$ cat config.mk
export PLATFORM = sky130hd
export DESIGN_NAME = regFile
export DESIGN_NICKNAME = d
export VERILOG_FILES = /design/src/rtl/barrelPkg.sv /design/src/rtl/regFile.sv
export SDC_FILE = /design/constraint.sdc
export NUM_CORES = 2
export LEC_CHECK = 0
export ABC_AREA = 0
export BUFFER_PORTS_ARGS = -buffer_cell sky130_fd_sc_hd__buf_2
export CORE_UTILIZATION = 59
export DETAILED_ROUTE_END_ITERATION = 10
export HOLD_SLACK_MARGIN = 0.08
export PLACE_DENSITY = 0.82
export SETUP_SLACK_MARGIN = 0.15
export SLEW_MARGIN = 15
export SYNTH_ARGS = -nofsm -noshare
export SYNTH_HDL_FRONTEND = slang
export SYNTH_SLANG_ARGS = --single-unit
$ cat constraint.sdc
create_clock -name QClk -period 7.9 [get_ports QClk]
set_input_delay 1.975 -clock QClk [delete_from_list [all_inputs] [get_ports QClk]]
set_output_delay 1.975 -clock QClk [all_outputs]
set_load 0.005 [all_outputs]
$ cat src/rtl/barrelPkg.sv
////////////////////////////////////////////////////////////
// Shared widths, types and stage records of the barrel core
// RV32I subset with 16 registers per thread (RV32E style)
// Loads return the raw bus word with no sign or zero extension
////////////////////////////////////////////////////////////
package barrelPkg;

    // Core dimensions
    localparam int XLEN        = 32;
    localparam int NUM_THREADS = 4;
    localparam int NUM_REGS    = 16;

    typedef logic [XLEN-1:0]        word_t;
    typedef logic [31:0]            instr_t;
    typedef logic [3:0]             regIdx_t;   // Low 4 bits of rs/rd
    typedef logic [NUM_THREADS-1:0] threadOh_t;
    typedef logic [3:0]             byteEn_t;
    typedef logic [2:0]             funct3_t;
    typedef logic [6:0]             opcode_t;

    localparam word_t PC_STEP  = 32'd4;
    localparam word_t RESET_PC = 32'd0;

    // Major opcodes
    localparam opcode_t OP_OP     = 7'b0110011;
    localparam opcode_t OP_OPIMM  = 7'b0010011;
    localparam opcode_t OP_LUI    = 7'b0110111;
    localparam opcode_t OP_AUIPC  = 7'b0010111;
    localparam opcode_t OP_LOAD   = 7'b0000011;
    localparam opcode_t OP_STORE  = 7'b0100011;
    localparam opcode_t OP_BRANCH = 7'b1100011;
    localparam opcode_t OP_JAL    = 7'b1101111;
    localparam opcode_t OP_JALR   = 7'b1100111;

    // Encoded as {funct7[5], funct3}
    typedef enum logic [3:0] {
        ALU_ADD  = 4'b0000,
        ALU_SUB  = 4'b1000,
        ALU_SLL  = 4'b0001,
        ALU_SLT  = 4'b0010,
        ALU_SLTU = 4'b0011,
        ALU_XOR  = 4'b0100,
        ALU_SRL  = 4'b0101,
        ALU_SRA  = 4'b1101,
        ALU_OR   = 4'b0110,
        ALU_AND  = 4'b0111
    } aluOp_e;

    //////////////////////////////////////////////////////////////
    // Stage records

    typedef struct packed {
        logic jal;
        logic jalr;
        logic branch;
        logic iTypeImm;     // OP-IMM, LOAD, JALR
        logic store;
        logic lui;
        logic auiPc;
        logic regWr;
        logic memRd;
        logic memWr;
        logic memToReg;
        logic pcToReg;      // JAL/JALR link
    } ctrl_t;

    typedef struct packed {
        logic      valid;
        threadOh_t thread;
        word_t     pc;
    } fetchQ101_t;

    typedef struct packed {
        logic      valid;
        threadOh_t thread;
        word_t     pc;
        instr_t    instr;
        word_t     rs1Data;
        word_t     rs2Data;
        ctrl_t     ctrl;
    } decQ102_t;

    typedef struct packed {
        logic      valid;
        threadOh_t thread;
        word_t     pcPlus4;
        word_t     aluOut;
        word_t     rs2Data;
        funct3_t   funct3;
        regIdx_t   rd;
        ctrl_t     ctrl;
    } exeQ103_t;

    typedef struct packed {
        logic      valid;
        threadOh_t thread;
        word_t     nextPc;
    } pcUpdate_t;

    typedef struct packed {
        logic      en;
        threadOh_t thread;
        regIdx_t   rd;
        word_t     data;
    } regWrite_t;

    typedef struct packed {
        word_t   address;
        word_t   writeData;
        logic    rd;
        logic    wr;
        byteEn_t byteEn;
    } dmemReq_t;

endpackage
$ cat src/rtl/regFile.sv
`timescale 1ns/100ps
////////////////////////////////////////////////////////////
// Four private banks of 16 registers
// Reads are combinational, writes land at the Q104 edge
// x0 is never written so it always reads zero
////////////////////////////////////////////////////////////
module regFile (
    input  logic                 QClk,
    input  logic                 reset,
    input  barrelPkg::threadOh_t RdThread,
    input  barrelPkg::regIdx_t   RdPtr1,
    input  barrelPkg::regIdx_t   RdPtr2,
    output barrelPkg::word_t     RdData1,
    output barrelPkg::word_t     RdData2,
    input  barrelPkg::regWrite_t Wr
);
    import barrelPkg::*;

    word_t banks [NUM_THREADS][NUM_REGS];

    // Write port, one thread bank at a time
    always_ff @(posedge QClk) begin
        for (int t = 0; t < NUM_THREADS; t++) begin
            for (int r = 0; r < NUM_REGS; r++) begin
                if (reset) begin
                    banks[t][r] <= '0;
                end else if (Wr.en && Wr.thread[t] && Wr.rd == regIdx_t'(r) && r != 0) begin
                    banks[t][r] <= Wr.data;
                end
            end
        end
    end

    // Read ports, OR of the selected bank
    always_comb begin
        RdData1 = '0;
        RdData2 = '0;
        for (int t = 0; t < NUM_THREADS; t++) begin
            if (RdThread[t]) begin
                RdData1 |= banks[t][RdPtr1];
                RdData2 |= banks[t][RdPtr2];
            end
        end
    end

    // Writeback thread must come from a clean ring
    wrThreadOneHot: assert property (@(posedge QClk) disable iff (reset)
        Wr.en |-> $onehot(Wr.thread));

endmodule

* Yosys cells after proc, flatten, opt, wreduce, memory -nomap -nowiden
Memory sizes are Yosys's and may differ from the RTL's.
Cells that the tools add are included.
** Word-level totals
- Bits in registers :: 0
- Latch bits :: 0
- RAM bits :: 1920
- Bits in read-only memories :: 0
- Input port bits :: 55
- Output and inout port bits :: 64
- Logic and storage cells :: 424
- Memories :: 1
** Cells by class
- Add/subtract/negate cells :: 0
- $mul :: 0
- Divide/modulo/power cells :: 0
- Order comparisons :: 2
- Eq/ne operators :: 15
- Shift-type cells :: 0
- Multiplexer cells :: 274
- Bitwise logic cells :: 68
- Reductions and logical operators :: 64
** Memories
- banks :: words 4, bits a word 480, read ports 4, clocked after Yosys merged registers in 0, wr ports 4, line regFile.sv:19 : word_t banks [NUM_THREADS][NUM_REGS];
** Operator list (number)
- two-way mux 32 bit :: 84
- binary-select mux 32 bit (select 4 bit) :: 8
- bitwise OR 32 bit :: 6
- two-way mux 1 bit :: 182
- logical AND 1 bit :: 64
- bitwise OR 1 bit :: 60
- equality test 4 bit, second input constant :: 8
- equality test 4 x 3 -> 1 bit, second input constant :: 4
- greater-or-equal comparator 5 bit, second input constant :: 2
- NOT 4 -> 5 bit :: 2
- equality test 4 x 2 -> 1 bit, second input constant :: 2
- equality test 4 x 1 -> 1 bit, second input constant :: 1

* Logic depth before layout (Yosys ltp)
- Depth after elaboration :: 11
- Depth in mapped cells :: 11
- Depth with buffers taken out :: 6

* Worst setup path after synthesis
OpenSTA, ideal clock, no wires.
- Path kind :: input to output
- Start :: input port RdPtr2[1]
- End :: output port RdData2[27]
- Arrival :: 3592 ps
- Data required time :: 5925 ps
- Setup slack :: 2333 ps
- Cell stages on the path :: 7
- Buffers on the path :: 3
- Cell sequence :: buf_2 buf_2 buf_1 mux4_2 a221o_1 a32oi_1 nand3_1
** On the way
- Cells in the longest elaborated chain, start to end :: 11
- Elaborated cells between the ends (all ways) :: 20
- Those cells by class :: 16 x mux; 4 x bitwise
** Ends and longest elaborated chain
- start, declared :: line regFile.sv:12 : input barrelPkg::regIdx_t RdPtr2,
- NOT 4 -> 5 bit (implied by the code) * :: line regFile.sv:41 : RdData2 |= banks[t][RdPtr2];
- binary-select mux 32 bit (select 4 bit) :: line regFile.sv:41
- two-way mux 32 bit (implied by the code) (2 in series) :: line regFile.sv:41
- two-way mux 32 bit :: line regFile.sv:39 : if (RdThread[t]) begin
- bitwise OR 32 bit :: line regFile.sv:41
- two-way mux 32 bit :: line regFile.sv:39
- bitwise OR 32 bit :: line regFile.sv:41
- two-way mux 32 bit :: line regFile.sv:39
- bitwise OR 32 bit :: line regFile.sv:41
- two-way mux 32 bit * :: line regFile.sv:39
- end, declared :: line regFile.sv:14 : output barrelPkg::word_t RdData2,
Every way passes the cells marked *; elsewhere a longest branch is shown, timed or not. The select of a mux whose other input is x is not followed.

* Final worst setup path
- Start :: input port RdPtr2[1]
- End :: output port RdData2[20]
The elaborated chain is that of the path after synthesis.

==> out/metrics.cfg <==
[run_status]
outcome=finished clean

[synthesis]
synthSimpleGateAreaFrac=0.143
seq_area_frac_synth=0.553
synthMuxAreaShare=0.206
syn_inst=7597
synthDistinctLibCells=42
synth-adder-area-share=0
avgSynthCellArea_um2=13.7
yosysWarnings=0
synthXorXnorAreaFrac=0
netlist_area_um2=104000
async_flop_share=0
ys_seq_elements=1920
synth_top_family_by_area=multiplexers
synth_edf_count=1920
synth-compound-area-share=0.0628
synth-main-ff-cell=edfxtp_1
synth_nets=7652

[die]
dieWidth_um=422
coreArea_um2=175000
rows=153
io_pins=119
fp.dieH_um=422
dieArea_um2=178000
start_util=0.597

[sta]
worst_pin_slew_ns=1.36
finalHoldViolCount=0
clock.fmax_ghz=0.131
period_needed_ns=7.65
maxSlewHeadroom=0.0915
setup_violations=0
slew_violations=0
rsz0062_at_grt=no
timing.hold.ws_ns=1.69
tns_ns=0
min_period_over_period=0.968

[global_route]
antenna_found_initial=33
grt_pass1_wl_um=520000
grt_pass1_vias=74300
overflow=0
track_usage=0.407
grt_max_degree=137

[clocking]
htreeDepth=4
cts_buffers=197
cts_resized=0
cts_hold_buf=0
cts_setup_buffers=0
cts_root_buf=clkbuf_16
cts_tree=done
cts_num_sinks=1920
path_clk_slew_ns=0.06
clockBufferDepth=3

[setup_path]
crit_required_ns=5.93
cp-end-kind=output pin
arrival_ns=5.67
critPathMaxFanout=45
criticalPathCategory=input port to output pin
worstSetupStartpointType=input port

[hold_path]
worst_hold_path_type=input port to flip-flop
holdPathStages=2
min_to=banks[2][160]$_SDFFCE_PN0P_
min_from=Wr[0]

[placed_design]
gp_congestion=0.993
dp_hpwl_um=215000
portBuffers=118

[cells_and_area]
layout-drive-gt1-share=0.227
regMostFlops=banks
final_cell_mix=and2_1, edfxtp_1, mux2i_1, mux4_2, buf_4
multi_input_area_um2=43800
nFillCells=11800
nets=7508
largest_register_ffs=1920
area_delta_synth_final_pct=9.88
ff_latch_area_um2=57700
top_regs=banks x1920

[power]
power_mw=24.6
p_leak_nw=40.6
peakVddDrop_mv=0.242
p_per_area_nw_per_um2=215

[routing]
dr.first_iter.drc_count=14000
post_drt_wl_per_cell_um=36.8
vias=73900
totalWireLength_um=366000
antenna_left=0
vias_per_cell=7.43
dr.pass1.iters=7
drcViolationCount=0

[run]
drv_cap=0

[worst max path at each step]
| stage | startpoint | endpoint | slack, ns |
|---|---|---|---|
| after floorplan | RdPtr2[1] | RdData2[27] | 2.33 |
| after global placement | RdPtr2[1] | RdData2[29] | -0.16 |
| after detailed placement | RdPtr2[0] | RdData2[20] | 0.49 |
| after CTS | RdPtr2[0] | RdData2[20] | 0.48 |
| after global routing | RdPtr2[0] | RdData2[20] | 0.44 |
| final | RdPtr2[1] | RdData2[20] | 0.25 |
[per-layer routing]
metal	wire length [um]	GRT usage	up-vias
met5	192	0	-
met4	36200	0.327	22
met3	61300	0.131	1882
met2	156000	0.590	7505
met1	112000	0.504	36000
li1	-	-	28500
[critical path, stage by stage]
cell and delay (ns):
buf_8 0.39, nand2b_4 0.48, buf_12 0.42, buf_4 0.34
o22ai_1 0.10, o311ai_1 0.88, nand3_1 0.60, buf_2 0.30
[layout make-up]
class	count	share of cell area
clock inverter	119	0.00883
tap	2325	0.0254
antenna	8	0.000175
clock buffer	240	0.0450
sequential	1920	0.503
multi-input combinational	4844	0.382
timing repair buffer	490	0.0353
[logic make-up (layout without fill, tap and decap cells)]
kind of cell           Yosys count  count (layout)
muxes                         1404            1404
buffers and inverters          833             849
AOI/OAI and AO/OA              849             849
and+or+nand+nor               2591            2591
DFF                           1920            1920
other                            0               8
[report_power, final]
group	switching [mW]	internal (mW)
clock	4.09	5.11
sequential	0.298	11.8
combinational	2.07	1.22
[Yosys cell counts (31+ instances only)]
| master | n | area (um2) |
|---|---|---|
| buf_4 | 46 | 345 |
| buf_6 | 37 | 417 |
| mux2_2 | 228 | 2570 |
| nor2b_1 | 38 | 238 |
| edfxtp_1 | 1920 | 57700 |
| mux2i_1 | 605 | 6060 |
| buf_1 | 65 | 244 |
| o311ai_0 | 153 | 1340 |
| a22oi_1 | 195 | 1460 |
| nand3_1 | 61 | 305 |
| mux4_2 | 570 | 12800 |
| o22ai_1 | 201 | 1260 |
| o21ai_0 | 32 | 160 |
| clkbuf_1 | 557 | 2090 |
| and2_1 | 1921 | 12000 |
| nor2_1 | 264 | 991 |
| a21oi_1 | 31 | 155 |
| buf_2 | 127 | 636 |
| o21bai_1 | 60 | 450 |
| nand2_1 | 231 | 867 |
| nand4_1 | 34 | 213 |
[metrics by stage]
stage	cells	setup WS [ns]	cell area (um2)	util
5_1_grt	9942	0.441	115000	0.656
3_3_place_gp	9575	-0.162	108000	0.620
4_1_cts	9935	0.481	115000	0.655
2_1_floorplan	7597	2.33	104000	-
3_5_place_dp	9576	0.492	108000	0.620
6_report	9946	0.254	115000	0.656
No activity file was read; power rests on OpenSTA's default activity.
