File: config.mk
export PLATFORM = sky130hd
export DESIGN_NAME = decodeStage
export DESIGN_NICKNAME = d
export VERILOG_FILES = /design/src/rtl/barrelPkg.sv /design/src/rtl/decodeStage.sv
export SDC_FILE = /design/constraint.sdc
export NUM_CORES = 1
export LEC_CHECK = 0
export BUFFER_PORTS_ARGS = -buffer_cell sky130_fd_sc_hd__buf_2
export CAP_MARGIN = 10
export CORE_MARGIN = 2
export CORE_UTILIZATION = 38
export DETAILED_ROUTE_END_ITERATION = 8
export PLACE_DENSITY = 0.76
export SYNTH_ARGS = -nofsm -noshare
export SYNTH_HDL_FRONTEND = slang
export SYNTH_SLANG_ARGS = --single-unit
File: constraint.sdc
create_clock -name QClk -period 3.7 [get_ports QClk]
set_clock_uncertainty 0.15 [all_clocks]
set_input_delay 0.37 -clock QClk [delete_from_list [all_inputs] [get_ports QClk]]
set_output_delay 0.37 -clock QClk [all_outputs]
set_load 0.01 [all_outputs]
File: src/rtl/barrelPkg.sv
////////////////////////////////////////////////////////////
// Shared widths, types and stage records of the barrel core
// RV32I subset with 16 registers per thread (RV32E style)
// Loads return the raw bus word with no sign or zero extension
////////////////////////////////////////////////////////////
package barrelPkg;

    // Core dimensions
    localparam int XLEN        = 32;
    localparam int NUM_THREADS = 4;
    localparam int NUM_REGS    = 16;

    typedef logic [XLEN-1:0]        word_t;
    typedef logic [31:0]            instr_t;
    typedef logic [3:0]             regIdx_t;   // Low 4 bits of rs/rd
    typedef logic [NUM_THREADS-1:0] threadOh_t;
    typedef logic [3:0]             byteEn_t;
    typedef logic [2:0]             funct3_t;
    typedef logic [6:0]             opcode_t;

    localparam word_t PC_STEP  = 32'd4;
    localparam word_t RESET_PC = 32'd0;

    // Major opcodes
    localparam opcode_t OP_OP     = 7'b0110011;
    localparam opcode_t OP_OPIMM  = 7'b0010011;
    localparam opcode_t OP_LUI    = 7'b0110111;
    localparam opcode_t OP_AUIPC  = 7'b0010111;
    localparam opcode_t OP_LOAD   = 7'b0000011;
    localparam opcode_t OP_STORE  = 7'b0100011;
    localparam opcode_t OP_BRANCH = 7'b1100011;
    localparam opcode_t OP_JAL    = 7'b1101111;
    localparam opcode_t OP_JALR   = 7'b1100111;

    // Encoded as {funct7[5], funct3}
    typedef enum logic [3:0] {
        ALU_ADD  = 4'b0000,
        ALU_SUB  = 4'b1000,
        ALU_SLL  = 4'b0001,
        ALU_SLT  = 4'b0010,
        ALU_SLTU = 4'b0011,
        ALU_XOR  = 4'b0100,
        ALU_SRL  = 4'b0101,
        ALU_SRA  = 4'b1101,
        ALU_OR   = 4'b0110,
        ALU_AND  = 4'b0111
    } aluOp_e;

    //////////////////////////////////////////////////////////////
    // Stage records

    typedef struct packed {
        logic jal;
        logic jalr;
        logic branch;
        logic iTypeImm;     // OP-IMM, LOAD, JALR
        logic store;
        logic lui;
        logic auiPc;
        logic regWr;
        logic memRd;
        logic memWr;
        logic memToReg;
        logic pcToReg;      // JAL/JALR link
    } ctrl_t;

    typedef struct packed {
        logic      valid;
        threadOh_t thread;
        word_t     pc;
    } fetchQ101_t;

    typedef struct packed {
        logic      valid;
        threadOh_t thread;
        word_t     pc;
        instr_t    instr;
        word_t     rs1Data;
        word_t     rs2Data;
        ctrl_t     ctrl;
    } decQ102_t;

    typedef struct packed {
        logic      valid;
        threadOh_t thread;
        word_t     pcPlus4;
        word_t     aluOut;
        word_t     rs2Data;
        funct3_t   funct3;
        regIdx_t   rd;
        ctrl_t     ctrl;
    } exeQ103_t;

    typedef struct packed {
        logic      valid;
        threadOh_t thread;
        word_t     nextPc;
    } pcUpdate_t;

    typedef struct packed {
        logic      en;
        threadOh_t thread;
        regIdx_t   rd;
        word_t     data;
    } regWrite_t;

    typedef struct packed {
        word_t   address;
        word_t   writeData;
        logic    rd;
        logic    wr;
        byteEn_t byteEn;
    } dmemReq_t;

endpackage
File: src/rtl/decodeStage.sv
`timescale 1ns/100ps
////////////////////////////////////////////////////////////
// Decode, stage Q101
// Register pointers keep only the low 4 bits of rs1 and rs2
// Unknown opcodes decode as register writes, as in the ISA table
////////////////////////////////////////////////////////////
module decodeStage (
    input  logic                  QClk,
    input  logic                  reset,
    input  barrelPkg::fetchQ101_t FetchQ101,
    input  barrelPkg::instr_t     InstFetchQ101H,
    output barrelPkg::regIdx_t    RdPtr1,
    output barrelPkg::regIdx_t    RdPtr2,
    output barrelPkg::threadOh_t  RdThread,
    input  barrelPkg::word_t      RdData1,
    input  barrelPkg::word_t      RdData2,
    output barrelPkg::decQ102_t   DecQ102
);
    import barrelPkg::*;

    opcode_t opcode;
    ctrl_t   ctrlQ101;

    assign opcode   = InstFetchQ101H[6:0];
    assign RdPtr1   = InstFetchQ101H[18:15];   // rs1
    assign RdPtr2   = InstFetchQ101H[23:20];   // rs2
    assign RdThread = FetchQ101.thread;        // Combinational read, same cycle

    //////////////////////////////////////////////////////////////
    // Opcode decode

    always_comb begin
        ctrlQ101.jal      = (opcode == OP_JAL);
        ctrlQ101.jalr     = (opcode == OP_JALR);
        ctrlQ101.branch   = (opcode == OP_BRANCH);
        ctrlQ101.iTypeImm = (opcode == OP_OPIMM) || (opcode == OP_LOAD) || (opcode == OP_JALR);
        ctrlQ101.store    = (opcode == OP_STORE);
        ctrlQ101.lui      = (opcode == OP_LUI);
        ctrlQ101.auiPc    = (opcode == OP_AUIPC);
        ctrlQ101.regWr    = !((opcode == OP_STORE) || (opcode == OP_BRANCH));
        ctrlQ101.memRd    = (opcode == OP_LOAD);
        ctrlQ101.memWr    = (opcode == OP_STORE);
        ctrlQ101.memToReg = (opcode == OP_LOAD);
        ctrlQ101.pcToReg  = (opcode == OP_JAL) || (opcode == OP_JALR);
    end

    //////////////////////////////////////////////////////////////
    // Q101 to Q102

    always_ff @(posedge QClk) begin
        if (reset) begin
            DecQ102.valid <= 1'b0;
        end else begin
            DecQ102 <= '{
                valid   : FetchQ101.valid,
                thread  : FetchQ101.thread,
                pc      : FetchQ101.pc,
                instr   : InstFetchQ101H,
                rs1Data : RdData1,
                rs2Data : RdData2,
                ctrl    : ctrlQ101
            };
        end
    end

endmodule

## After elaboration in Yosys (flattened, before gate mapping)

Index checks and enable logic that the tools add are counted.

| word-level totals | value |
|---|---|
| flip-flop bits (word level) | 143 |
| output and inout bits | 157 |
| bits in latches | 0 |
| memories | 0 |
| RAM bits | 0 |
| ROM bits | 0 |
| input port bits | 135 |
| logic and storage cells | 29 |

| cells by class | value |
|---|---|
| bitwise gates (word level) | 0 |
| reduce and logical (&&, ||, !) cells | 5 |
| order comparisons | 0 |
| equality and inequality tests | 8 |
| muxes and demuxes | 0 |
| multipliers | 0 |
| add/subtract/negate cells | 0 |
| divide/modulo/power cells | 0 |
| shift-type cells | 0 |

Operators by type and width:

| cell | count |
|---|---|
| 7-bit equality test, second input constant | 3 |
| 7-bit by 5-bit equality test with 1-bit output, second input constant | 2 |
| 7-bit by 6-bit equality test with 1-bit output, second input constant | 2 |
| 7-bit by 2-bit equality test with 1-bit output, second input constant | 1 |
| 1-bit logical OR | 4 |
| 1-bit logical NOT | 1 |

## Logic depth before layout (Yosys ltp)

Gate-level depths: netlist (run 1).

| logic depth | value |
|---|---|
| depth after elaboration | 3 |
| gate-level depth with buffers | 2 |
| depth with buffers taken out | 2 |

## Worst setup path after synthesis (run 1)

OpenSTA, ideal clock, no wires.

| timing | value |
|---|---|
| path type | input -> register |
| from | input reset |
| to | register DecQ102[0] in the netlist's numbering (enable) |
| stages | 1 |
| path buffers | 0 |
| arrival time | 3111 ps |
| data required time | 3056 ps |
| slack | -55 ps |
| library setup time | 494 ps |
| cells stage by stage | inv_1 |

RTL lines:

| element | RTL line | RTL |
|---|---|---|
| from (decl) | decodeStage.sv:9 | `input logic reset,` |
| to (signal assigned) | decodeStage.sv:54 | `DecQ102 <= '{` |
| to (decl) | decodeStage.sv:17 | `output barrelPkg::decQ102_t DecQ102` |

No word-level cell between the ends.

## Final worst setup path (run 1)

| timing | value |
|---|---|
| from | input InstFetchQ101H[23] |
| to | output RdPtr2[3] |

RTL lines:

| element | RTL line | RTL |
|---|---|---|
| from (decl) | decodeStage.sv:11 | `input barrelPkg::instr_t InstFetchQ101H,` |
| to (decl) | decodeStage.sv:13 | `output barrelPkg::regIdx_t RdPtr2,` |

No word-level cell between the ends.

==> results.py, run 1 <==
metrics = {
    "global_route": {
        "gr-usage-met3": 0.07445,
        "antenna_found_initial": 1,
        "grt_overflow": 0,
        "grt_pass1_vias": 3602,
        "use_met2": 0.3582,
        "use_met1": 0.2089,
        "grt_busiest_layer": "met2",
        "grt_use_total": 0.1997,
        "grt_pass1_wl_um": 18830,
        "grt_max_degree": 73,
    },
    "logic_synthesis": {
        "yosysTopAreaCell": "edfxtp_1",
        "ys_warn_count": 0,
        "async_flop_share": 0,
        "synth_edf_count": 142,
        "synth.distinct_cells": 18,
        "synth_area_per_cell_um2": 25.50,
        "syn_area_mm2": 0.004513,
        "yosysTopAreaCellShare": 0.9448,
        "ys.flop_type": "edfxtp_1",
        "synth_seq_area_share": 0.9493,
        "synth_cells": 177,
        "syn_nets": 312,
        "synth.area.top_cells": "edfxtp_1 (94%), buf_4 (2.3%), dfxtp_1 (0.44%), nor4b_1 (0.39%), and4b_2 (0.25%)",
        "yosys_register_bits": 143,
    },
    "finish": {
        "syn2layout_area_growth_pct": 73.27,
        "largest_reg_flops": 143,
        "final_nets": 733,
        "final_area_mm2": 0.007820,
        "regMostFlops": "DecQ102",
        "top_regs": "DecQ102 (143)",
        "final_layout_size_suffix_gt1_frac": 0.5246,
        "finalNonFillerCells": 754,
        "finish.utilization": 0.6791,
    },
    "routing": {
        "wirelength_um": 12750,
        "firstDrtPassIters": 6,
        "vias": 3304,
        "routedWlPerCell_um": 16.90,
        "drc": 20,
        "ant_nets": 0,
        "drt_iter0_markers": 222,
        "vias_per_cell": 4.382,
    },
    "cts": {
        "cts.hold.buffers_added": 123,
        "tritoncts": "built",
        "cts_root_buf": "clkbuf_16",
        "cts_setup_buffers": 0,
        "cts_resized": 0,
        "clk_pin_slew_ps": 50,
        "clock_path_buffers": 2,
        "cts_max_level": 4,
        "cts_inserted_buffers": 17,
        "cts.sinks": 143,
    },
    "placement": {
        "dpl.hpwl_um": 7913,
        "dpl.cell_count": 599,
        "routabilityCongestion": 0.7235,
        "port_buffers": 291,
        "post_dp_cell_area_mm2": 0.006075,
    },
    "setup_path": {
        "cp-end-kind": "output pin",
        "timing_worst_setup_path_type": "in2out",
        "cp-start-kind": "primary input",
        "crit_required_ps": 3180,
        "crit_path_max_fanout": 2,
        "cp.arrival_ps": 1200,
    },
    "floorplan": {
        "die_w_um": 113.0,
        "die_h_um": 113.0,
        "start_util": 0.3919,
        "rows": 39,
        "dieArea_mm2": 0.01276,
        "pin_count": 292,
        "coreArea_mm2": 0.01152,
    },
    "pwr": {
        "power_mw": 3.871,
        "power_density_mw_per_mm2": 495.0,
        "ir_worst_vdd_v": 0.0003119,
        "p_leak_nw": 3.365,
    },
    "hold_path": {
        "hp-class": "in2reg",
    },
    "timing": {
        "relSlewSlack": 0.5366,
        "hold_viol_final": 0,
        "worst_pin_slew_ps": 693.7,
        "period_minus_slack_ps": 1721,
        "rsz0062_at_grt": "false",
        "fin_setup_tns_ps": 0,
        "setup_violations": 0,
        "fmax_ghz": 0.5811,
        "slew_viol_final": 0,
        "finalCritPeriodShare": 0.4651,
    },
    "flow_run": {
        "drv_cap": 0,
    },
    "run_status": {
        "run_status": "finished with violations",
        "violations": "design-rule violations",
    },
}
-- cell usage in the layout, fill, tap and decap left out, types with 2 or more instances in the layout --
| cell | count |
|---|---|
| buf_2 | 291 |
| edfxtp_1 | 142 |
| dlygate4sd3_1 | 123 |
| clkbuf_16 | 17 |
| clkinv_2 | 6 |
| clkinv_1 | 4 |
| nor2_1 | 3 |
| clkbuf_1 | 3 |
| nand2_1 | 2 |
| nor4b_1 | 2 |
-- cell usage after synthesis (all sizes together), types with 2 or more instances --
cell    count
inv         2
nand2       2
nor4b       2
buf        14
edfxtp    142
nor2        3
-- final timing paths --
check	cells after the start	start	to	slack, ps
setup / recovery	3	InstFetchQ101H[23]	RdPtr2[3]	1980
hold / removal	1	InstFetchQ101H[15]	DecQ102[91]	20
-- worst max-delay path: stages --
cell and delay [ps]:
dlygate4sd3_1 560, buf_2 140, buf_2 130
-- power breakdown --
part           switching [mW]  internal [mW]
Clock                   0.588          0.901
Sequential             0.0335           1.92
Combinational           0.205          0.223
Total                   0.826           3.05
-- layer usage --
layer	part of all wire	wire length, µm
met4	0.024	310
met3	0.10	1274
met2	0.54	6841
met5	0	0
met1	0.34	4320
-- cell type report --
class                      instances  area, µm²
antenna                            1      2.502
clock buffer                      20      436.7
clock inverter                    11      75.07
fill                             783       3696
inverter                           2      11.26
multi-input combinational         18      116.4
sequential                       143       4284
tap                              143      178.9
timing repair buffer             416       2715
-- logic make-up after synthesis --
kind of cell           synth area share
buffers and inverters           0.02495
DFF                              0.9493
and+or+nand+nor                 0.02468
AOI/OAI and AO/OA              0.001108
-- stage by stage --
step | worst slack (ps) | hold WS (ps)
after floorplan | 739.9 | 291.6
after CTS | 2008 | 0.2452
after global routing | 1938 | 9.969
after global placement | 1694 | 397.4
final | 1979 | 19.39
after detailed placement | 1613 | 398.1
Power figures use the tool's default switching activity.
==> inputs of run 2 (changes only) <==
Clock period 3.7 ns to 1.4 ns, I/O delays scaled along.
==> results.py, run 2 <==
metrics = {
    "run_status": {
        "run_status": "did not finish",
        "lastStage": "4_1_cts",
        "tool.error": "[ERROR RSZ-0060] Max buffer count reached.",
    },
    "logic_synthesis": {
        "ys.flop_type": "edfxtp_1",
        "synth.distinct_cells": 18,
        "yosysTopAreaCellShare": 0.9448,
        "synth_common_cells": "edfxtp_1 (142), buf_4 (14), nor2_1 (3)",
        "synthAdderAreaFrac": 0,
        "yosysMostFrequentCell": "edfxtp_1",
        "synth_compound_area_frac": 0.001109,
        "synth_xor_area_frac": 0,
        "synth.area.top_cells": "edfxtp_1 (94%), buf_4 (2.3%), dfxtp_1 (0.44%), nor4b_1 (0.39%), and4b_2 (0.25%)",
        "synth_area_per_cell_um2": 25.50,
        "syn_area_mm2": 0.004513,
        "yosys.area_share.simple": 0.02467,
        "synth_cells": 177,
        "yosysTopAreaCell": "edfxtp_1",
        "ys_warn_count": 0,
        "syn_nets": 312,
        "synth_top_family_by_area": "buffers and inverters",
        "yosys_register_bits": 143,
        "muxShareOfSynthArea": 0,
        "synth_seq_area_share": 0.9493,
        "synth_edf_count": 142,
        "async_flop_share": 0,
    },
    "cts": {
        "cts_root_buf": "clkbuf_16",
        "cts.hold.buffers_added": 127,
        "cts_setup_buffers": 0,
        "cts_resized": 0,
        "clock_path_buffers": 2,
        "cts_max_level": 4,
        "cts_inserted_buffers": 17,
        "cts.sinks": 143,
    },
    "floorplan": {
        "rows": 39,
        "start_util": 0.3919,
        "pin_count": 292,
        "die_w_um": 113.0,
        "die_h_um": 113.0,
    },
    "placement": {
        "port_buffers": 291,
        "dpl.hpwl_um": 7877,
        "pre_cts_ws_ps": 173.4,
        "routabilityCongestion": 0.7336,
        "dpl.cell_count": 599,
    },
}
==> run 2: cell counts after synthesis <==
Identical to the previous run, type by type.
==> run 2: kinds of logic after synthesis <==
group / count (synthesis)
compound gates: 1
simple gates: 17
buf+inv: 16
flops: 143
==> run 2: per-stage QoR <==
stage	TNS [ps]	cell area (µm²)
2_1_floorplan	-188880	4517
3_3_place_gp	0	6087
3_5_place_dp	0	6087
==> inputs of run 3 (changes only) <==
Settings changed: CORE_AREA set to 2 2 113 115, CORE_MARGIN 2 to not set, CORE_UTILIZATION 38 to not set, DIE_AREA set to 0 0 115 117, PLACE_DENSITY 0.76 to not set, PLACE_DENSITY_LB_ADDON set to 0.15.
Clock period 1.4 ns to 1.8 ns, I/O delays scaled along.
==> results.py, run 3 <==
metrics = {
    "floorplan": {
        "die_h_um": 117,
        "rows": 41,
        "die_w_um": 115,
        "pin_count": 292,
        "start_util": 0.3666,
    },
    "logic_synthesis": {
        "yosysTopAreaCell": "edfxtp_1",
        "yosys_register_bits": 143,
        "synth_area_per_cell_um2": 25.50,
        "ys_warn_count": 0,
        "synth_common_cells": "edfxtp_1 (142), buf_4 (14), nor2_1 (3)",
        "synth.area.top_cells": "edfxtp_1 (94%), buf_4 (2.3%), dfxtp_1 (0.44%), nor4b_1 (0.39%), and4b_2 (0.25%)",
        "synth_cells": 177,
        "ys.flop_type": "edfxtp_1",
        "synth_edf_count": 142,
        "yosysMostFrequentCell": "edfxtp_1",
        "async_flop_share": 0,
        "syn_area_mm2": 0.004513,
        "synth_seq_area_share": 0.9493,
        "yosysTopAreaCellShare": 0.9448,
        "syn_nets": 312,
        "synth.distinct_cells": 18,
    },
    "placement": {
        "post_dp_cell_area_mm2": 0.006096,
        "port_buffers": 291,
        "routabilityCongestion": 0.7032,
        "dpl.hpwl_um": 7346,
    },
    "run_status": {
        "run_status": "did not finish",
        "lastStage": "4_1_cts",
        "tool.error": "[ERROR RSZ-0060] Max buffer count reached.",
    },
    "cts": {
        "clock_path_buffers": 2,
        "cts_root_buf": "clkbuf_16",
        "cts_setup_buffers": 0,
        "cts_inserted_buffers": 17,
        "cts.sinks": 143,
        "cts_max_level": 4,
        "cts_resized": 0,
        "cts.hold.buffers_added": 128,
    },
}
## run 3: cell counts after synthesis
Identical to the previous run, type by type.
## run 3: metrics by stage
| step | util | setup WS (ps) | std cells | setup TNS [ps] | hold WS [ps] |
|---|---|---|---|---|---|
| after global placement | 0.4951 | 535.5 | 606 | 0 | 206.7 |
| after floorplan | - | -970.1 | 177 | -137760 | 101.6 |
| after detailed placement | 0.4951 | 530.4 | 606 | 0 | 208.1 |
## run 3: cell families after synthesis
family	share of synthesized area
compound gates	0.001108
buf+inv	0.02495
flops	0.9493
simple gates	0.02468
