### config.mk
export PLATFORM = sky130hd
export DESIGN_NAME = executeStage
export DESIGN_NICKNAME = d
export VERILOG_FILES = /design/src/rtl/barrelPkg.sv /design/src/rtl/executeStage.sv /design/src/rtl/aluUnit.sv
export SDC_FILE = /design/constraint.sdc
export NUM_CORES = 1
export LEC_CHECK = 0
export BUFFER_PORTS_ARGS = -buffer_cell sky130_fd_sc_hd__buf_2
export CAP_MARGIN = 20
export CORE_UTILIZATION = 35
export CTS_BUF_LIST = sky130_fd_sc_hd__clkbuf_2 sky130_fd_sc_hd__clkbuf_4 sky130_fd_sc_hd__clkbuf_8
export CTS_CLUSTER_DIAMETER = 200
export DETAILED_ROUTE_END_ITERATION = 8
export MAX_ROUTING_LAYER = met4
export PLACE_DENSITY = 0.5
export SETUP_SLACK_MARGIN = 0.2
export SLEW_MARGIN = 25
export SYNTH_ARGS = -nofsm -noshare
export SYNTH_HDL_FRONTEND = slang
export SYNTH_SLANG_ARGS = --single-unit
### constraint.sdc
create_clock -name QClk -period 7.9 [get_ports QClk]
set_input_delay 1.185 -clock QClk [delete_from_list [all_inputs] [get_ports QClk]]
set_output_delay 1.185 -clock QClk [all_outputs]
set_load 0.01 [all_outputs]
### src/rtl/barrelPkg.sv
////////////////////////////////////////////////////////////
// Shared widths, types and stage records of the barrel core
// RV32I subset with 16 registers per thread (RV32E style)
// Loads return the raw bus word with no sign or zero extension
////////////////////////////////////////////////////////////
package barrelPkg;

    // Core dimensions
    localparam int XLEN        = 32;
    localparam int NUM_THREADS = 4;
    localparam int NUM_REGS    = 16;

    typedef logic [XLEN-1:0]        word_t;
    typedef logic [31:0]            instr_t;
    typedef logic [3:0]             regIdx_t;   // Low 4 bits of rs/rd
    typedef logic [NUM_THREADS-1:0] threadOh_t;
    typedef logic [3:0]             byteEn_t;
    typedef logic [2:0]             funct3_t;
    typedef logic [6:0]             opcode_t;

    localparam word_t PC_STEP  = 32'd4;
    localparam word_t RESET_PC = 32'd0;

    // Major opcodes
    localparam opcode_t OP_OP     = 7'b0110011;
    localparam opcode_t OP_OPIMM  = 7'b0010011;
    localparam opcode_t OP_LUI    = 7'b0110111;
    localparam opcode_t OP_AUIPC  = 7'b0010111;
    localparam opcode_t OP_LOAD   = 7'b0000011;
    localparam opcode_t OP_STORE  = 7'b0100011;
    localparam opcode_t OP_BRANCH = 7'b1100011;
    localparam opcode_t OP_JAL    = 7'b1101111;
    localparam opcode_t OP_JALR   = 7'b1100111;

    // Encoded as {funct7[5], funct3}
    typedef enum logic [3:0] {
        ALU_ADD  = 4'b0000,
        ALU_SUB  = 4'b1000,
        ALU_SLL  = 4'b0001,
        ALU_SLT  = 4'b0010,
        ALU_SLTU = 4'b0011,
        ALU_XOR  = 4'b0100,
        ALU_SRL  = 4'b0101,
        ALU_SRA  = 4'b1101,
        ALU_OR   = 4'b0110,
        ALU_AND  = 4'b0111
    } aluOp_e;

    //////////////////////////////////////////////////////////////
    // Stage records

    typedef struct packed {
        logic jal;
        logic jalr;
        logic branch;
        logic iTypeImm;     // OP-IMM, LOAD, JALR
        logic store;
        logic lui;
        logic auiPc;
        logic regWr;
        logic memRd;
        logic memWr;
        logic memToReg;
        logic pcToReg;      // JAL/JALR link
    } ctrl_t;

    typedef struct packed {
        logic      valid;
        threadOh_t thread;
        word_t     pc;
    } fetchQ101_t;

    typedef struct packed {
        logic      valid;
        threadOh_t thread;
        word_t     pc;
        instr_t    instr;
        word_t     rs1Data;
        word_t     rs2Data;
        ctrl_t     ctrl;
    } decQ102_t;

    typedef struct packed {
        logic      valid;
        threadOh_t thread;
        word_t     pcPlus4;
        word_t     aluOut;
        word_t     rs2Data;
        funct3_t   funct3;
        regIdx_t   rd;
        ctrl_t     ctrl;
    } exeQ103_t;

    typedef struct packed {
        logic      valid;
        threadOh_t thread;
        word_t     nextPc;
    } pcUpdate_t;

    typedef struct packed {
        logic      en;
        threadOh_t thread;
        regIdx_t   rd;
        word_t     data;
    } regWrite_t;

    typedef struct packed {
        word_t   address;
        word_t   writeData;
        logic    rd;
        logic    wr;
        byteEn_t byteEn;
    } dmemReq_t;

endpackage
### src/rtl/executeStage.sv
`timescale 1ns/100ps
////////////////////////////////////////////////////////////
// Execute, stage Q102
// Next PC goes back to fetch in the same cycle
// JALR target is the raw adder result, bit 0 not cleared
////////////////////////////////////////////////////////////
module executeStage (
    input  logic                 QClk,
    input  logic                 reset,
    input  barrelPkg::decQ102_t  DecQ102,
    output barrelPkg::pcUpdate_t PcUpdate,
    output barrelPkg::exeQ103_t  ExeQ103
);
    import barrelPkg::*;

    instr_t  instr;
    ctrl_t   ctrl;
    opcode_t opcode;
    funct3_t funct3;
    word_t   immI;
    word_t   immS;
    word_t   immB;
    word_t   immU;
    word_t   immJ;
    aluOp_e  aluOp;
    word_t   aluIn1;
    word_t   aluIn2;
    word_t   aluOut;
    word_t   pcPlus4;
    word_t   nextPc;
    logic    branchTaken;

    assign instr  = DecQ102.instr;
    assign ctrl   = DecQ102.ctrl;
    assign opcode = instr[6:0];
    assign funct3 = instr[14:12];

    //////////////////////////////////////////////////////////////
    // Immediates

    assign immI = {{20{instr[31]}}, instr[31:20]};
    assign immS = {{20{instr[31]}}, instr[31:25], instr[11:7]};
    assign immB = {{20{instr[31]}}, instr[7], instr[30:25], instr[11:8], 1'b0};
    assign immU = {instr[31:12], 12'b0};
    assign immJ = {{12{instr[31]}}, instr[19:12], instr[20], instr[30:21], 1'b0};

    // ALU control, funct7[5] only for OP and the OP-IMM shifts
    always_comb begin
        if (ctrl.lui || ctrl.auiPc || ctrl.memRd || ctrl.store) begin
            aluOp = ALU_ADD;                              // Address or upper imm
        end else if (opcode == OP_OP || (opcode == OP_OPIMM && funct3[1:0] == 2'b01)) begin
            aluOp = aluOp_e'({instr[30], funct3});
        end else begin
            aluOp = aluOp_e'({1'b0, funct3});
        end
    end

    // Operand select
    always_comb begin
        aluIn1 = DecQ102.rs1Data;
        aluIn2 = DecQ102.rs2Data;                         // OP and branches
        if (ctrl.lui) begin
            aluIn1 = '0;
            aluIn2 = immU;
        end else if (ctrl.auiPc) begin
            aluIn1 = DecQ102.pc;
            aluIn2 = immU;
        end else if (ctrl.iTypeImm) begin
            aluIn2 = immI;
        end else if (ctrl.store) begin
            aluIn2 = immS;
        end
    end

    aluUnit iAlu (
        .Op  (aluOp),
        .In1 (aluIn1),
        .In2 (aluIn2),
        .Out (aluOut)
    );

    //////////////////////////////////////////////////////////////
    // Branch compare and next PC

    always_comb begin
        unique case (funct3)
            3'b000:  branchTaken = (aluIn1 == aluIn2);                    // BEQ
            3'b001:  branchTaken = (aluIn1 != aluIn2);                    // BNE
            3'b100:  branchTaken = ($signed(aluIn1) < $signed(aluIn2));   // BLT
            3'b101:  branchTaken = ($signed(aluIn1) >= $signed(aluIn2));  // BGE
            3'b110:  branchTaken = (aluIn1 < aluIn2);                     // BLTU
            3'b111:  branchTaken = (aluIn1 >= aluIn2);                    // BGEU
            default: branchTaken = 1'b0;
        endcase
    end

    assign pcPlus4 = DecQ102.pc + PC_STEP;

    always_comb begin
        if (ctrl.jalr) begin
            nextPc = aluOut;                              // rs1 + immI
        end else if (ctrl.jal) begin
            nextPc = DecQ102.pc + immJ;
        end else if (ctrl.branch && branchTaken) begin
            nextPc = DecQ102.pc + immB;
        end else begin
            nextPc = pcPlus4;
        end
    end

    assign PcUpdate = '{valid: DecQ102.valid, thread: DecQ102.thread, nextPc: nextPc};

    // Q102 to Q103
    always_ff @(posedge QClk) begin
        if (reset) begin
            ExeQ103.valid <= 1'b0;
        end else begin
            ExeQ103 <= '{
                valid   : DecQ102.valid,
                thread  : DecQ102.thread,
                pcPlus4 : pcPlus4,
                aluOut  : aluOut,
                rs2Data : DecQ102.rs2Data,
                funct3  : funct3,
                rd      : instr[10:7],                    // Low 4 bits of rd
                ctrl    : ctrl
            };
        end
    end

endmodule

### src/rtl/aluUnit.sv
`timescale 1ns/100ps
////////////////////////////////////////////////////////////
// RV32I integer ALU, purely combinational
// Codes outside the ten named ops return zero
////////////////////////////////////////////////////////////
module aluUnit (
    input  barrelPkg::aluOp_e Op,
    input  barrelPkg::word_t  In1,
    input  barrelPkg::word_t  In2,
    output barrelPkg::word_t  Out
);
    import barrelPkg::*;

    logic [4:0] shamt;

    assign shamt = In2[4:0];     // Only low 5 bits shift

    always_comb begin
        unique case (Op)
            // Adder
            ALU_ADD:  Out = In1 + In2;
            ALU_SUB:  Out = In1 - In2;
            ALU_SLT:  Out = word_t'($signed(In1) < $signed(In2));
            ALU_SLTU: Out = word_t'(In1 < In2);
            // Shifter
            ALU_SLL:  Out = In1 << shamt;
            ALU_SRL:  Out = In1 >> shamt;
            ALU_SRA:  Out = $signed(In1) >>> shamt;
            // Bitwise
            ALU_XOR:  Out = In1 ^ In2;
            ALU_OR:   Out = In1 | In2;
            ALU_AND:  Out = In1 & In2;
            default:  Out = '0;
        endcase
    end

endmodule

Word level (Yosys, flattened, before mapping):

Cells that the tools add are included.

* add/sub/neg operators: 5
* magnitude comparators: 4
* eq/ne operators: 19
* shifts and indexed selects: 3
* muxes and demuxes: 13
* bitwise operators: 3
* reductions and logical operators: 8

Operators by type and width (count)
* 32-bit case mux with 10 select lines: 1
* 32-bit two-way mux: 9
* 32-bit adder: 3
* 32-bit greater-or-equal comparator: 2
* 32-bit less-than comparator: 2
* 32-bit by 3-bit adder with 32-bit output, second input constant: 1
* 32-bit bitwise AND: 1
* 32-bit == test: 1
* 32-bit != test: 1
* 32-bit OR: 1
* 32-bit by 5-bit << shifter with 32-bit output: 1
* 32-bit by 5-bit >> shifter with 32-bit output: 1
* 32-bit by 5-bit >>> shifter with 32-bit output: 1
* 32-bit subtractor: 1
* 32-bit bitwise XOR: 1
* 4-bit by 3-bit == test with 1-bit output, second input constant: 4
* 3-bit == test, second input constant: 4
* 4-bit by 2-bit == test with 1-bit output, second input constant: 2
* 4-bit == test, second input constant: 2
* 4-bit two-way mux: 2
* 7-bit by 5-bit == test with 1-bit output, second input constant: 1
* 7-bit by 6-bit == test with 1-bit output, second input constant: 1
* 1-bit case mux with 6 select lines: 1
* 4-bit by 1-bit == test with 1-bit output, second input constant: 1
* other kinds (6): 10

* register bits: 120
* bits of input ports: 147
* output and inout port bits: 157
* logic and storage cells: 74

Logic depth before layout (Yosys ltp):

* word-level depth: 10
* depth in mapped cells: 23
* mapped depth without buffers: 16

Cells and area by module:

From an unflattened synthesis, not the netlist that was laid out.

* cells, all modules: 2322
* area, all modules: 17951.0 µm²

By module, submodules not included
* executeStage: times used 1, cells an instance 1064, area each 9805.7 µm², seq. area each 3593.4 µm²
* aluUnit: times used 1, cells an instance 1258, area each 8145.3 µm², seq. area each 0.0 µm²

Worst setup path before layout:

OpenSTA, ideal clock, no wires.

* path kind: input to output
* start point: input port DecQ102[8] (netlist name)
* end point: output port PcUpdate[6] (netlist name)
* data arrival time: 5.719 ns
* required time: 6.715 ns
* slack: 0.996 ns
* stages: 18
* path buffers: 5
* cells stage by stage: buf_2 buf_1 nor2_1 clkbuf_1 a21oi_1 a21o_1 ha_1 buf_2 or4_1 or2_1 or2_1 o211ai_1 mux2_4 o31ai_4 buf_6 nor3b_1 o31a_1 o31ai_2

RTL lines
* start, declared: RTL line executeStage.sv:10 `input barrelPkg::decQ102_t DecQ102,`
* end, declared: RTL line executeStage.sv:11 `output barrelPkg::pcUpdate_t PcUpdate,`

==> flow_metrics.env <==
export IMPL_post_route_worst_setup_slack_ns=0.432
export IMPL_power_density_cell_area_nw_per_um2=146
export IMPL_initialDrtViolationCount=2595
export IMPL_hpwl_mm=82.2
export IMPL_postCtsResizedCells=0
export IMPL_yosys_top_cells_area="edfxtp_1 19%, ha_1 9.5%, mux2i_1 6.6%, a21oi_1 6.0%, nor2_1 5.5%"
export IMPL_route_detailed_drc=0
export IMPL_largest_register_ffs=120
export IMPL_final_min_period_over_clock_period_pct=94.5
export IMPL_final_hold_viol_count=0
export IMPL_track_usage_pct=38.1
export IMPL_endpoint_kind="output pin"
export IMPL_first_pass_iters=6
export IMPL_numCtsBuffers=17
export IMPL_min_path_type="primary input to register"
export IMPL_layout_cells_most_common="buf_2"
export IMPL_layout_cells_most_common_list="303 x buf_2, 271 x nor2_1, 222 x a21oi_1, 195 x nand2_1, 150 x o21ai_0"
export IMPL_edff_count_synth=119
export IMPL_grt_max_degree=73
export IMPL_synth_largest_area_cell="edfxtp_1"
export IMPL_worst_hold_path_num_cells=1
export IMPL_critical_path_slowest_cell="or4_1"
export IMPL_drv_cap=0
export IMPL_core_area_um2=51700
export IMPL_post_synth_num_cell_types=105
export IMPL_final_max_slew_viols=0
export IMPL_route_antenna_remaining_nets=0
export IMPL_regMostFlops="ExeQ103"
export IMPL_cts_hold_buf=0
export IMPL_vias_in_the_first_global_route=20066
export IMPL_clock_tree_htree_level_count=4
export IMPL_post_synth_instance_area_um2=18500
export IMPL_postSynthNetCount=2739
export IMPL_async_reset_ff_share_pct=0
export IMPL_worstPathCellList="buf_2, nor2_2, buf_4, a21oi_1, a21o_1, ha_1, or4_1, or2_1, or2_1, o211ai_1, mux2_4, o31ai_4, buf_12, nand2_1, o21a_1, a22o_1, buf_2"
export IMPL_outcome="complete, no violations"
export IMPL_detail_route_wl_per_cell_um=30.0
export IMPL_synthCells=2447
export IMPL_arrival_ns=6.28
export IMPL_port_buffers=303
export IMPL_worst_setup_path_start_kind="primary input"
export IMPL_vias=21684
export IMPL_largestRegisters="ExeQ103 x120"
export IMPL_static_leakage_power_nw=9.39
export IMPL_worstHoldEndpoint="ExeQ103[2]"
export IMPL_path_class="primary input to output pin"
export IMPL_total_number_of_placement_rows=83
export IMPL_tritoncts="yes"
export IMPL_grt_remaining_overflow=0
export IMPL_final_setup_tns_ns=0
export IMPL_top_level_ports=304
export IMPL_gp_routability_congestion=1.02
export IMPL_syn_area_per_cell_um2=7.56
export IMPL_cts_sink_count=120
export IMPL_setup_viol=0
export IMPL_place_detailed_instances=3363
export IMPL_post_cts_repair_setup_buffers=0
export IMPL_cts_root_buffer_cell="clkbuf_8"
export IMPL_grt_setup_unrepaired="no"
export IMPL_max_slew_margin_rel_pct=34.2
export IMPL_fin_total_pwr_mw=3.14
export IMPL_worst_hold_launch="DecQ102[2]"
export IMPL_area_growth_synth_to_final_pct=16.0
export IMPL_yosys_warnings=0
export IMPL_first_pass_grt_wire_length_mm=143
export IMPL_critical_path_peak_fanout=41
export IMPL_crit_path_max_incr_delay_ns=0.56
export IMPL_fin_nets=2994
export IMPL_vias_per_cell=6.38
export IMPL_antenna_found_initial=8
export IMPL_die_area_um2=53800
export IMPL_die_width_um=232
export IMPL_drive_gt1_share_pct=19.1
export IMPL_critical_path_required_ns=6.71
export IMPL_post_layout_instance_count_excluding_filler_cells=3401
export IMPL_dpl_worst_slack_ns=0.497
export IMPL_period_needed_ns=7.47
export IMPL_worst_setup_hold_path_clk_slew_ns=0.15
export IMPL_worstMarginPinSlew_ns=0.980
export IMPL_die_y_extent_um=232
export IMPL_ys_ff_latch=120
export IMPL_ir_drop_uv=82.5
export IMPL_max_clock_freq_mhz=134
export IMPL_start_util_pct=35.8
export IMPL_whs_ns=0.774
export IMPL_ctsLongestPathBuffers=2
export IMPL_synth_top_cell_area_share_pct=19.3
export IMPL_synth_sequential_area_ratio_pct=19.4
export IMPL_routed_wl_mm=102
export IMPL_synth_flop_cell="edfxtp_1"
[where the power goes]
| part | internal, mW | leakage, nW | switching (mW) | total (mW) |
|---|---|---|---|---|
| registers | 0.777 | 1.17 | 0.0155 | 0.792 |
| clock network | 0.350 | 0.223 | 0.357 | 0.707 |
| logic | 0.562 | 7.99 | 1.08 | 1.64 |
[layout make-up]
class	count	area, um^2
clock buffers	17	234
repair buffers	414	2390
diodes	6	15.0
inverters	127	482
fillers	5429	30300
multi-input cells	2022	13700
flip-flops and latches	120	3590
well taps	680	851
clock inverters	15	211
[through the flow]
stage / instance area [um^2] / util [%]
4_1_cts: 21400 / 41.4
3_5_place_dp: 21000 / 40.6
2_1_floorplan: 18500 / -
5_1_grt: 21400 / 41.5
6_report: 21400 / 41.5
3_3_place_gp: 21000 / 40.6
[logic make-up (layout without fill, tap and decap cells)]
group	after synthesis	in the layout	synth area share [%]
AND/OR/NAND/NOR	779	779	19.8
multiplexers	149	149	8.45
XOR/XNOR	68	68	3.22
AO/OA/AOI/OAI	881	881	32.2
flip-flops	120	120	19.4
other	0	6	0
adder cells (fa/ha/maj)	145	145	9.97
buffers and inverters	305	573	6.89
[worst max-delay path, delay by kind of cell]
family                     cells  cell delay (ns)
AOI/OAI and AO/OA              6             1.42
muxes                          1             0.35
and+or+nand+nor                5             1.93
adders and majority gates      1             0.33
buffers and inverters          4             1.01
[metal layers]
layer | vias to the layer above | wire length [um] | GRT usage, %
li1 | 9698 | - | -
met1 | 10544 | 43800 | 49.5
met2 | 1232 | 43900 | 55.6
met3 | 210 | 7970 | 5.82
met4 | 0 | 6600 | 22.4
met5 | - | 0 | -
[how the worst max path moves through the flow]
| stage | start | depth (start not counted) | endpoint | slack (ns) |
|---|---|---|---|---|
| after floorplan | DecQ102[8] | 18 | PcUpdate[6] | 1.0 |
| after global placement | DecQ102[7] | 17 | PcUpdate[5] | 0.57 |
| after detailed placement | DecQ102[7] | 17 | PcUpdate[5] | 0.50 |
| after CTS | DecQ102[7] | 17 | PcUpdate[5] | 0.48 |
| after global routing | DecQ102[7] | 18 | PcUpdate[5] | 0.25 |
| final | DecQ102[7] | 17 | PcUpdate[5] | 0.43 |
[synth_stat cells (all sizes together), types with 25 or more instances]
cell	instances
xnor2	47
a21oi	223
clkbuf	101
nand2b	28
nand2	195
nand3	69
nor2	275
mux2i	123
nor3	51
inv	125
ha	141
o211ai	51
nor2b	25
a31oi	26
a211oi	48
edfxtp	119
a21o	61
o21ai	181
buf	77
Power figures use the tool's default switching activity.
